[config.mk]
export PLATFORM = sky130hd
export DESIGN_NAME = wave_scope_top
export DESIGN_NICKNAME = d
export VERILOG_FILES = /design/src/source/scope_pkg.sv /design/src/source/audio_pkg.sv /design/src/source/wave_scope_top.sv /design/src/source/wave_reader.sv /design/src/source/wave_buffer.sv /design/src/source/wave_capture.sv
export SDC_FILE = /design/constraint.sdc
export NUM_CORES = 2
export LEC_CHECK = 0
export BUFFER_PORTS_ARGS = -buffer_cell sky130_fd_sc_hd__buf_4
export CORE_MARGIN = 2
export CORE_UTILIZATION = 50
export CTS_CLUSTER_SIZE = 10
export DETAILED_ROUTE_END_ITERATION = 8
export PLACE_DENSITY = 0.68
export REMOVE_ABC_BUFFERS = 1
export SKIP_LAST_GASP = 1
export SYNTH_ARGS = -nofsm -noshare
export SYNTH_HDL_FRONTEND = slang
export SYNTH_SLANG_ARGS = --single-unit
[constraint.sdc]
create_clock -name clk -period 4.3 [get_ports clk]
set_input_delay 1.29 -clock clk [delete_from_list [all_inputs] [get_ports clk]]
set_output_delay 1.29 -clock clk [all_outputs]
set_load 0.005 [all_outputs]
[src/source/scope_pkg.sv]
`default_nettype none

// Geometry of the ping-pong trace buffer and the capture FSM encoding
package scope_pkg;

    // Samples per frame as a power of two, 8 gives 256 samples
    localparam int FRAME_LOG2 = 8;

    // Position of a sample within one frame
    typedef logic [FRAME_LOG2-1:0] frame_index_t;

    // Full RAM address
    // The top bit selects the half and the lower bits are the frame index,
    // so one address covers both frames of the ping-pong pair
    typedef logic [FRAME_LOG2:0] buffer_addr_t;

    // Capture FSM states
    // ARMED waits for a rising zero crossing,
    // ACTIVE stores one frame into the writable half,
    // WAIT holds the finished frame until the display side is idle
    typedef enum logic [1:0] {
        ARMED  = 2'b00,
        ACTIVE = 2'b01,
        WAIT   = 2'b10
    } capture_state_t;

endpackage : scope_pkg

`default_nettype wire

[src/source/audio_pkg.sv]
`default_nettype none

// Sample format shared by the capture path and the display side
package audio_pkg;

    // Width of one incoming audio sample, two's complement
    localparam int SAMPLE_WIDTH = 16;

    // Width of one stored display byte
    localparam int DISPLAY_WIDTH = 8;

    // One audio sample as it arrives with the strobe
    typedef logic signed [SAMPLE_WIDTH-1:0] sample_t;

    // The most significant DISPLAY_WIDTH bits of a sample
    // Bit DISPLAY_WIDTH-1 is still the sign of the original sample, so the
    // display side sees a signed byte with the same zero line
    typedef logic [DISPLAY_WIDTH-1:0] display_t;

endpackage : audio_pkg

`default_nettype wire
[src/source/wave_scope_top.sv]
`default_nettype none

module wave_scope_top
    import audio_pkg::*;
    import scope_pkg::*;
#(
    parameter int FRAME_LOG2    = scope_pkg::FRAME_LOG2,
    parameter int SAMPLE_WIDTH  = audio_pkg::SAMPLE_WIDTH,
    parameter int DISPLAY_WIDTH = audio_pkg::DISPLAY_WIDTH
) (
    input  logic         clk,
    input  logic         arst_n,
    input  logic         sample_ready,   // Audio sample strobe
    input  sample_t      sample_in,
    input  logic         frame_request,  // Display asks for one frame
    output display_t     wave_sample,
    output frame_index_t wave_index,
    output logic         wave_valid,
    output logic         frame_ready     // A new frame is readable
);

    // Capture to buffer write port
    buffer_addr_t write_address;
    logic         write_enable;
    display_t     write_sample;

    // Reader to buffer read port
    buffer_addr_t read_address;
    display_t     read_data;

    // Swap link between capture and reader
    logic read_index;
    logic display_idle;

    wave_capture #(
        .FRAME_LOG2   (FRAME_LOG2),
        .SAMPLE_WIDTH (SAMPLE_WIDTH),
        .DISPLAY_WIDTH(DISPLAY_WIDTH)
    ) i_capture (
        .clk          (clk),
        .arst_n       (arst_n),
        .sample_ready (sample_ready),
        .sample_in    (sample_in),
        .display_idle (display_idle),
        .write_address(write_address),
        .write_enable (write_enable),
        .write_sample (write_sample),
        .read_index   (read_index),
        .frame_ready  (frame_ready)
    );

    wave_buffer #(
        .FRAME_LOG2   (FRAME_LOG2),
        .DISPLAY_WIDTH(DISPLAY_WIDTH)
    ) i_buffer (
        .clk          (clk),
        .write_enable (write_enable),
        .write_address(write_address),
        .write_sample (write_sample),
        .read_address (read_address),
        .read_data    (read_data)
    );

    wave_reader #(
        .FRAME_LOG2   (FRAME_LOG2),
        .DISPLAY_WIDTH(DISPLAY_WIDTH)
    ) i_reader (
        .clk          (clk),
        .arst_n       (arst_n),
        .frame_request(frame_request),
        .read_index   (read_index),
        .read_data    (read_data),
        .read_address (read_address),
        .display_idle (display_idle),
        .wave_sample  (wave_sample),
        .wave_index   (wave_index),
        .wave_valid   (wave_valid)
    );

endmodule : wave_scope_top

`default_nettype wire

[src/source/wave_reader.sv]
`default_nettype none

module wave_reader
    import audio_pkg::*;
    import scope_pkg::*;
#(
    parameter int FRAME_LOG2    = scope_pkg::FRAME_LOG2,
    parameter int DISPLAY_WIDTH = audio_pkg::DISPLAY_WIDTH
) (
    input  logic         clk,
    input  logic         arst_n,
    input  logic         frame_request,  // One-cycle strobe from the display
    input  logic         read_index,     // Readable half from capture
    input  display_t     read_data,
    output buffer_addr_t read_address,
    output logic         display_idle,
    output display_t     wave_sample,
    output frame_index_t wave_index,
    output logic         wave_valid
);

    localparam frame_index_t LAST_POS = frame_index_t'((1 << FRAME_LOG2) - 1);

    logic         busy;       // Addresses are being issued
    logic         read_half;  // Half latched at acceptance
    frame_index_t pos;        // Address position within the frame
    logic         valid_q;    // Data for the previous address is on read_data
    frame_index_t index_q;
    logic         free;
    logic         accept;

    if (FRAME_LOG2 != scope_pkg::FRAME_LOG2) begin : g_bad_frame
        $error("wave_reader: FRAME_LOG2 differs from scope_pkg");
    end
    if (DISPLAY_WIDTH != $bits(display_t)) begin : g_bad_width
        $error("wave_reader: DISPLAY_WIDTH differs from audio_pkg");
    end

    // Free only once the last sample has left the output stage
    assign free   = !busy && !valid_q;
    assign accept = frame_request && free;

    // A request arriving in the same cycle blocks the swap,
    // otherwise the half latched below could flip under the reader
    assign display_idle = free && !frame_request;

    assign read_address = {read_half, pos};

    // RAM output register already lines up with the delayed valid and index
    assign wave_sample = read_data;
    assign wave_index  = index_q;
    assign wave_valid  = valid_q;

    always_ff @(posedge clk or negedge arst_n) begin
        if (!arst_n) begin
            busy      <= 1'b0;
            read_half <= 1'b0;
            pos       <= '0;
            valid_q   <= 1'b0;
        end else begin
            valid_q <= busy;  // One stage, matches the RAM latency
            if (accept) begin
                busy      <= 1'b1;
                read_half <= read_index;
                pos       <= '0;
            end else if (busy) begin
                pos <= pos + 1'b1;  // Wraps back to zero after the last one
                if (pos == LAST_POS) begin
                    busy <= 1'b0;
                end
            end
        end
    end

    // Position of the address issued one cycle earlier, next to its data
    always_ff @(posedge clk) begin
        index_q <= pos;
    end

    // Capture must hold the halves while a frame is played
    a_half_stable: assert property (@(posedge clk) disable iff (!arst_n)
        busy |-> $stable(read_index));

endmodule : wave_reader

`default_nettype wire

[src/source/wave_buffer.sv]
`default_nettype none

module wave_buffer
    import audio_pkg::*;
    import scope_pkg::*;
#(
    parameter int FRAME_LOG2    = scope_pkg::FRAME_LOG2,
    parameter int DISPLAY_WIDTH = audio_pkg::DISPLAY_WIDTH
) (
    input  logic         clk,
    input  logic         write_enable,
    input  buffer_addr_t write_address,
    input  display_t     write_sample,
    input  buffer_addr_t read_address,
    output display_t     read_data      // Valid one cycle after read_address
);

    // Two frames, lower half is frame 0 and upper half is frame 1
    localparam int DEPTH = 2 ** (FRAME_LOG2 + 1);

    logic [DISPLAY_WIDTH-1:0] mem [DEPTH];

    // Port types come from the packages
    if (FRAME_LOG2 != scope_pkg::FRAME_LOG2) begin : g_bad_frame
        $error("wave_buffer: FRAME_LOG2 differs from scope_pkg");
    end
    if (DISPLAY_WIDTH != $bits(display_t)) begin : g_bad_width
        $error("wave_buffer: DISPLAY_WIDTH differs from audio_pkg");
    end

    // Simple dual port, one write and one registered read per cycle
    // Capture and reader never touch the same half, so the read-during-write
    // ordering does not matter here
    always_ff @(posedge clk) begin
        if (write_enable) begin
            mem[write_address] <= write_sample;
        end
        read_data <= mem[read_address];  // Maps to block RAM output register
    end

endmodule : wave_buffer

`default_nettype wire

[src/source/wave_capture.sv]
`default_nettype none

module wave_capture
    import audio_pkg::*;
    import scope_pkg::*;
#(
    parameter int FRAME_LOG2    = scope_pkg::FRAME_LOG2,
    parameter int SAMPLE_WIDTH  = audio_pkg::SAMPLE_WIDTH,
    parameter int DISPLAY_WIDTH = audio_pkg::DISPLAY_WIDTH
) (
    input  logic         clk,
    input  logic         arst_n,
    input  logic         sample_ready,  // One-cycle strobe with each sample
    input  sample_t      sample_in,
    input  logic         display_idle,  // Reader is not playing a frame
    output buffer_addr_t write_address,
    output logic         write_enable,
    output display_t     write_sample,
    output logic         read_index,    // Half the reader may use
    output logic         frame_ready    // New frame just became readable
);

    localparam int           SIGN_BIT   = SAMPLE_WIDTH - 1;
    localparam frame_index_t LAST_INDEX = frame_index_t'((1 << FRAME_LOG2) - 1);

    capture_state_t state;
    frame_index_t   count;         // Next slot in the writable half
    logic           prev_sign;     // Sign of the last strobed sample
    logic           new_sign;
    logic           rising_cross;
    logic           frame_done;

    // The typed ports are sized by the packages, so the passed-down
    // geometry has to agree with them
    if (FRAME_LOG2 != scope_pkg::FRAME_LOG2) begin : g_bad_frame
        $error("wave_capture: FRAME_LOG2 differs from scope_pkg");
    end
    if (SAMPLE_WIDTH != $bits(sample_t) || DISPLAY_WIDTH != $bits(display_t)) begin : g_bad_width
        $error("wave_capture: sample or display width differs from audio_pkg");
    end
    if (DISPLAY_WIDTH > SAMPLE_WIDTH) begin : g_bad_slice
        $error("wave_capture: display byte wider than the sample");
    end

    assign new_sign = sample_in[SIGN_BIT];

    // Negative to non-negative between two strobed samples
    assign rising_cross = sample_ready && prev_sign && !new_sign;

    // The write of the last slot closes the frame
    assign frame_done = write_enable && (count == LAST_INDEX);

    // Writes land in the same cycle as the strobe
    assign write_enable  = (state == ACTIVE) && sample_ready;
    assign write_address = {~read_index, count};  // Always the half the reader does not own
    assign write_sample  = sample_in[SIGN_BIT -: DISPLAY_WIDTH];

    // Swap is announced in the WAIT cycle that sees the display idle
    assign frame_ready = (state == WAIT) && display_idle;

    // Sign history is kept in every state, so a crossing right after
    // WAIT is judged against the true previous sample
    always_ff @(posedge clk or negedge arst_n) begin
        if (!arst_n) begin
            prev_sign <= 1'b0;
        end else if (sample_ready) begin
            prev_sign <= new_sign;
        end
    end

    always_ff @(posedge clk or negedge arst_n) begin
        if (!arst_n) begin
            state <= ARMED;
        end else begin
            case (state)
                ARMED: begin
                    if (rising_cross) begin
                        state <= ACTIVE;  // Trigger sample itself is not stored
                    end
                end
                ACTIVE: begin
                    if (frame_done) begin
                        state <= WAIT;
                    end
                end
                WAIT: begin
                    if (display_idle) begin
                        state <= ARMED;   // Halves swap on this same edge
                    end
                end
                default: state <= ARMED;
            endcase
        end
    end

    // Slot counter, cleared on the trigger and wrapping to zero after the last write
    always_ff @(posedge clk or negedge arst_n) begin
        if (!arst_n) begin
            count <= '0;
        end else if ((state == ARMED) && rising_cross) begin
            count <= '0;
        end else if (write_enable) begin
            count <= count + 1'b1;
        end
    end

    // Half selector, flipped only when the reader cannot be mid-frame
    always_ff @(posedge clk or negedge arst_n) begin
        if (!arst_n) begin
            read_index <= 1'b0;
        end else if (frame_ready) begin
            read_index <= ~read_index;
        end
    end

    // No slot is written outside a frame, so the counter rests at zero
    // between frames and every frame fills its half from the first slot
    a_count_rests: assert property (@(posedge clk) disable iff (!arst_n)
        (state != ACTIVE) |-> (count == '0));

    // The half under write stays opposite the reader's half for the whole frame
    a_write_half_fixed: assert property (@(posedge clk) disable iff (!arst_n)
        (state == ACTIVE) |-> $stable(read_index));

    // One swap per finished frame, the pulse never stretches
    a_swap_once: assert property (@(posedge clk) disable iff (!arst_n)
        frame_ready |=> !frame_ready);

endmodule : wave_capture

`default_nettype wire

Yosys cells after proc, flatten, opt, wreduce, memory -nomap -nowiden:

Memory sizes are Yosys's and may differ from the RTL's. A register that Yosys moved wholly into a read port is not among the register bits.
Cells that the tools add are included.

* input bits: 20
* memories: 1
* word-level logic and storage cells: 50
* register bits after elaboration: 31
* RAM bits: 4096
* output and inout bits: 18

* eq/ne operators: 7
* bitwise logic cells: 1
* add/subtract/negate cells: 2
* reduce and logical (&&, ||, !) cells: 17
* mux-type cells: 13

Memories
* i_buffer.mem: depth 512, bits a word 8, read ports 1, clocked after memory_dff 1, write ports 1, line wave_buffer.sv:21 `logic [DISPLAY_WIDTH-1:0] mem [DEPTH];`

Operators by type and width (number)
* 2-to-1 mux 8 bit: 4
* adder 8 x 1 -> 8 bit (second input constant): 2
* == test 8 bit (second input constant): 2
* logical AND 1 bit: 9
* 2-to-1 mux 2 bit: 3
* inequality test 2 x 1 -> 1 bit (second input constant): 3
* case mux 2 bit (3 select lines): 1
* 2-to-1 mux 1 bit: 5
* zero test 1 bit: 4
* nonzero test 2 bit: 2
* AND reduction 3 bit: 1
* == test 2 x 1 -> 1 bit (second input constant): 1
* == test 2 bit (second input constant): 1
* zero test 2 bit: 1
* inverter 1 bit: 1

Depth between registers and ports, before layout:

* depth in word-level cells: 5
* depth in mapped cells: 13
* depth with buffers taken out: 7

Modules after synthesis:

From an unflattened synthesis, not the netlist that was laid out.

* cell total of the unflattened synthesis: 8165
* area, all modules: 161326.0 um^2

By module, submodules not included
* wave_buffer: cells each 8030, seq. area each 123158.1 um^2, area an instance 159927.1 um^2, instances 1
* wave_reader: cells each 69, seq. area each 435.4 um^2, area an instance 737.0 um^2, instances 1
* wave_capture: cells each 66, seq. area each 300.3 um^2, area an instance 661.9 um^2, instances 1

Worst setup path before layout:

Ideal clock, no wire load.

* path type: input-to-reg
* start: in sample_ready
* end: mem i_buffer.mem[431][0] (enable)
* data required time: 3.930 ns
* cell stages on the path: 8
* arrival: 2.881 ns
* library setup time: 0.370 ns
* path slack: 1.049 ns
* path buffers: 3
* cells stage by stage: nor2b_1 > and2_1 > clkbuf_1 > and3_1 > clkbuf_1 > nand2_1 > clkbuf_1 > nor2_1

* word-level cells in the longest chain between the ends: 3

RTL lines
* start, declared: line wave_scope_top.sv:13 `input logic sample_ready,`
* logical AND 1 bit: line wave_capture.sv:54 `assign write_enable = (state == ACTIVE) && sample_ready;`
* 2-to-1 mux 1 bit: line wave_buffer.sv:35 `if (write_enable) begin`
* 2-to-1 mux 1 bit (implied by the code): line wave_buffer.sv:36 `mem[write_address] <= write_sample;`
* end, declared: line wave_buffer.sv:21

No other way between the ends.

==> impl_metrics.tcl <==
set metrics [dict create \
    outcome "finished clean" \
    synth.top_cell.area_share_pct 76.2 \
    ys_warn_count 0 \
    fmax_ghz 0.243 \
    syn_area_per_cell_um2 19.9 \
    yosysTopAreaCell "edfxtp_1" \
    cp_max_fo 26 \
    slew_headroom_pct 14.1 \
    synthArstFlopShare_pct 0.556 \
    peakVddDrop_mv 0.498 \
    rsz0062_at_grt "false" \
    grt_first_pass_wirelength_um 588000 \
    core-area_um2 321000 \
    hold_viol 0 \
    grtUsageTotal_pct 24.8 \
    pwr-share-comb_pct 27.6 \
    synth_edf_count 4096 \
    antenna_found_initial 25 \
    synthCells 8132 \
    dp.cells 12600 \
    synth_area_um2 161000 \
    synth_cell_types 62 \
    r2r_end "i_buffer.read_data[0]$_DFF_P_" \
    setup_viol 0 \
    dr.pass1.iters 6 \
    ios 38 \
    period_needed_ns 4.12 \
    synth_seq_area_share_pct 76.7 \
    power_density_nw_per_um2 597 \
    fin_nets 8746 \
    fp-row-count 208 \
    period_share_pct 95.9 \
    yosys-top-cells-area "edfxtp_1 76%, mux4_2 9.2%, mux2i_1 5.1%" \
    via_per_inst 6.35 \
    die_w_um 572 \
    die_h_um 572 \
    clk_latency_ns 0.99 \
    grt_max_degree 134 \
    cts_inserted_buffers 457 \
    leakagePower_nw 58.9 \
    cts_resized 0 \
    place_area_um2 171000 \
    detail-route-antenna-nets 0 \
    final_max_slew_viol_count 0 \
    cp-end-kind "flip-flop" \
    start_util_pct 50.3 \
    cts.path.max_buffers 4 \
    cts_hold_buf 0 \
    synthFlopType "edfxtp_1" \
    drc 0 \
    worst-setup-path-type "reg2reg" \
    synth_seq_cells 4135 \
    worstReg2RegStart "i_reader.pos[0]$_DFFE_PN0P_" \
    clkPwrFrac_pct 31.2 \
    drive_above_1_share_pct 21.0 \
    vias 83500 \
    io_buffers 29 \
    whs_ns 0.213 \
    fin_cells 13200 \
    grt-ovfl-total 0 \
    critPathLaunchType "flip-flop" \
    wl_per_cell_um 31.1 \
    wl_um 409000 \
    max-cap-violations 0 \
    skew_ns 0.0658 \
    rrSetupSlack_ns 0.18 \
    grt_pass1_vias 84000 \
    tightest_slew_ns 1.28 \
    syn_to_final_growth_pct 13.4 \
    cts_tree "done" \
    critPathRequiredTime_ns 5.17 \
    setup_tns_ns 0 \
    critical_path_arrival_ns 4.99 \
    htreeDepth 5 \
    gp_congestion 0.896 \
    hp-class "in2async" \
    post-cts-setup-buffer-count 0 \
    worst_r2r_path_depth 8 \
    cts_sinks 4135 \
    p_int_mw 76.4 \
    power.switching_mw 33.0 \
    path_clk_slew_ns 0.06 \
    design_area_um2 183000 \
    root_buffer "clkbuf_16" \
    p_sw_share_pct 30.2 \
    die_area_um2 328000 \
    dp_hpwl_um 256000 \
    drtIter0Drc 11400 \
    yosys-top-cells-count "4,096 x edfxtp_1, 827 x mux2i_1, 663 x mux4_2, 580 x nor2_1, 359 x o221ai_1" \
    p_total_mw 109 \
    sequentialPowerShare_pct 41.2 \
    yosysMostFrequentCell "edfxtp_1" \
]
==> worst max-delay path: stages (launching register included) <==
cell      delay (ns)
dfrtp_4         1.16
buf_4           0.31
mux4_2          0.50
o21a_1          0.21
a211oi_1        0.76
nor3_1          0.17
nand4_1         0.31
nand4_1         0.29
and3_1          0.28
==> power groups by stage <==
stage / registers [mW] / logic, mW / clock network (mW)
6_report: 45.1 / 30.2 / 34.1
3_3_place_gp: 45.9 / 29.6 / 0
4_1_cts: 45.0 / 30.0 / 34.5
5_1_grt: 45.0 / 31.5 / 36.0
3_5_place_dp: 45.9 / 29.9 / 0
2_1_floorplan: 46.3 / 11.1 / 0
==> logic make-up (layout without fill, tap and decap cells) <==
kind of cell    Yosys count  after routing  synth area share, %
compound gates          905            905                 4.01
flops                  4135           4135                 76.7
buf+inv                 533           1248                 1.93
mux                    1492           1492                 14.4
simple gates           1050           1050                 2.85
xor+xnor                 12             12               0.0651
fa+ha+maj                 5              5               0.0387
other cells               0             10                    0
==> worst max-delay path by stage <==
stage / startpoint / to / slack, ns / cells past startpoint
after floorplan: i_reader.pos[0]$_DFFE_PN0P_ / i_buffer.read_data[0]$_DFF_P_ / -46.32 / 6
after global placement: sample_ready / i_buffer.mem[103][1]$_DFFE_PP_ / 0.30 / 8
after detailed placement: sample_ready / i_buffer.mem[110][3]$_DFFE_PP_ / 0.25 / 8
after CTS: i_reader.pos[0]$_DFFE_PN0P_ / i_buffer.read_data[7]$_DFF_P_ / 0.28 / 9
after global routing: i_reader.pos[0]$_DFFE_PN0P_ / i_buffer.read_data[7]$_DFF_P_ / 0.13 / 9
final: i_reader.pos[0]$_DFFE_PN0P_ / i_buffer.read_data[0]$_DFF_P_ / 0.18 / 8
==> layout by cell type (no fill, tap or decap), types with 8 or more instances in the layout <==
master / netlist / routed
a211oi_1: 21 / 21
and3_1: 19 / 18
dfrtp_1: 23 / 18
a21oi_1: 166 / 166
clkinv_16: 0 / 15
mux2i_1: 827 / 827
nand4_1: 50 / 50
nor2_1: 580 / 580
or3_1: 13 / 13
clkbuf_16: 0 / 460
buf_4: 83 / 528
mux4_2: 663 / 663
nor3b_1: 13 / 11
a22oi_1: 75 / 75
edfxtp_1: 4096 / 4096
o21ai_0: 93 / 93
dfxtp_1: 16 / 16
nor2b_1: 14 / 14
o31ai_1: 8 / 8
o221ai_1: 359 / 359
o22ai_1: 134 / 134
diode_2: 0 / 10
buf_8: 11 / 8
buf_12: 8 / 120
nand3_1: 24 / 24
nor3_1: 152 / 151
nand2_1: 143 / 124
nand2_4: 0 / 17
nor4_1: 8 / 8
clkbuf_1: 263 / 89
==> sequential cells by signal, summed over array words and instances, names as in the netlist <==
name and count:
i_capture.state 2, i_buffer.mem 4096, i_reader.wave_valid 1, i_capture.count 8
i_reader.read_half 1, i_reader.pos 8, i_reader.wave_index 8, i_reader.busy 1
i_buffer.read_data 8, i_capture.read_index 1, i_capture.prev_sign 1
==> stage by stage <==
step / setup slack, ns / util, %
floorplan: -46.32 / -
global placement: 0.301 / 53.1
detailed placement: 0.253 / 53.1
CTS: 0.275 / 57.0
global route: 0.129 / 57.0
finish: 0.177 / 57.0
==> layer usage <==
metal  share of wire [%]  GRT usage (%)  routed length (µm)
met5              0.0064              0                  26
met4                 4.2           9.66               17000
met3                 9.7           4.25               39500
met2                  48           39.2              195000
met1                  39           34.7              158000
==> cell type report <==
cell class,count,area (µm²)
diodes,10,25.0
clock buffers,552,11900
clock inverters,33,697
fillers,23200,138000
inverters,7,38.8
multi-input cells,3464,34700
flip-flops and latches,4135,124000
well taps,4305,5390
repair buffers,656,6490
Power figures use the tool's default switching activity.
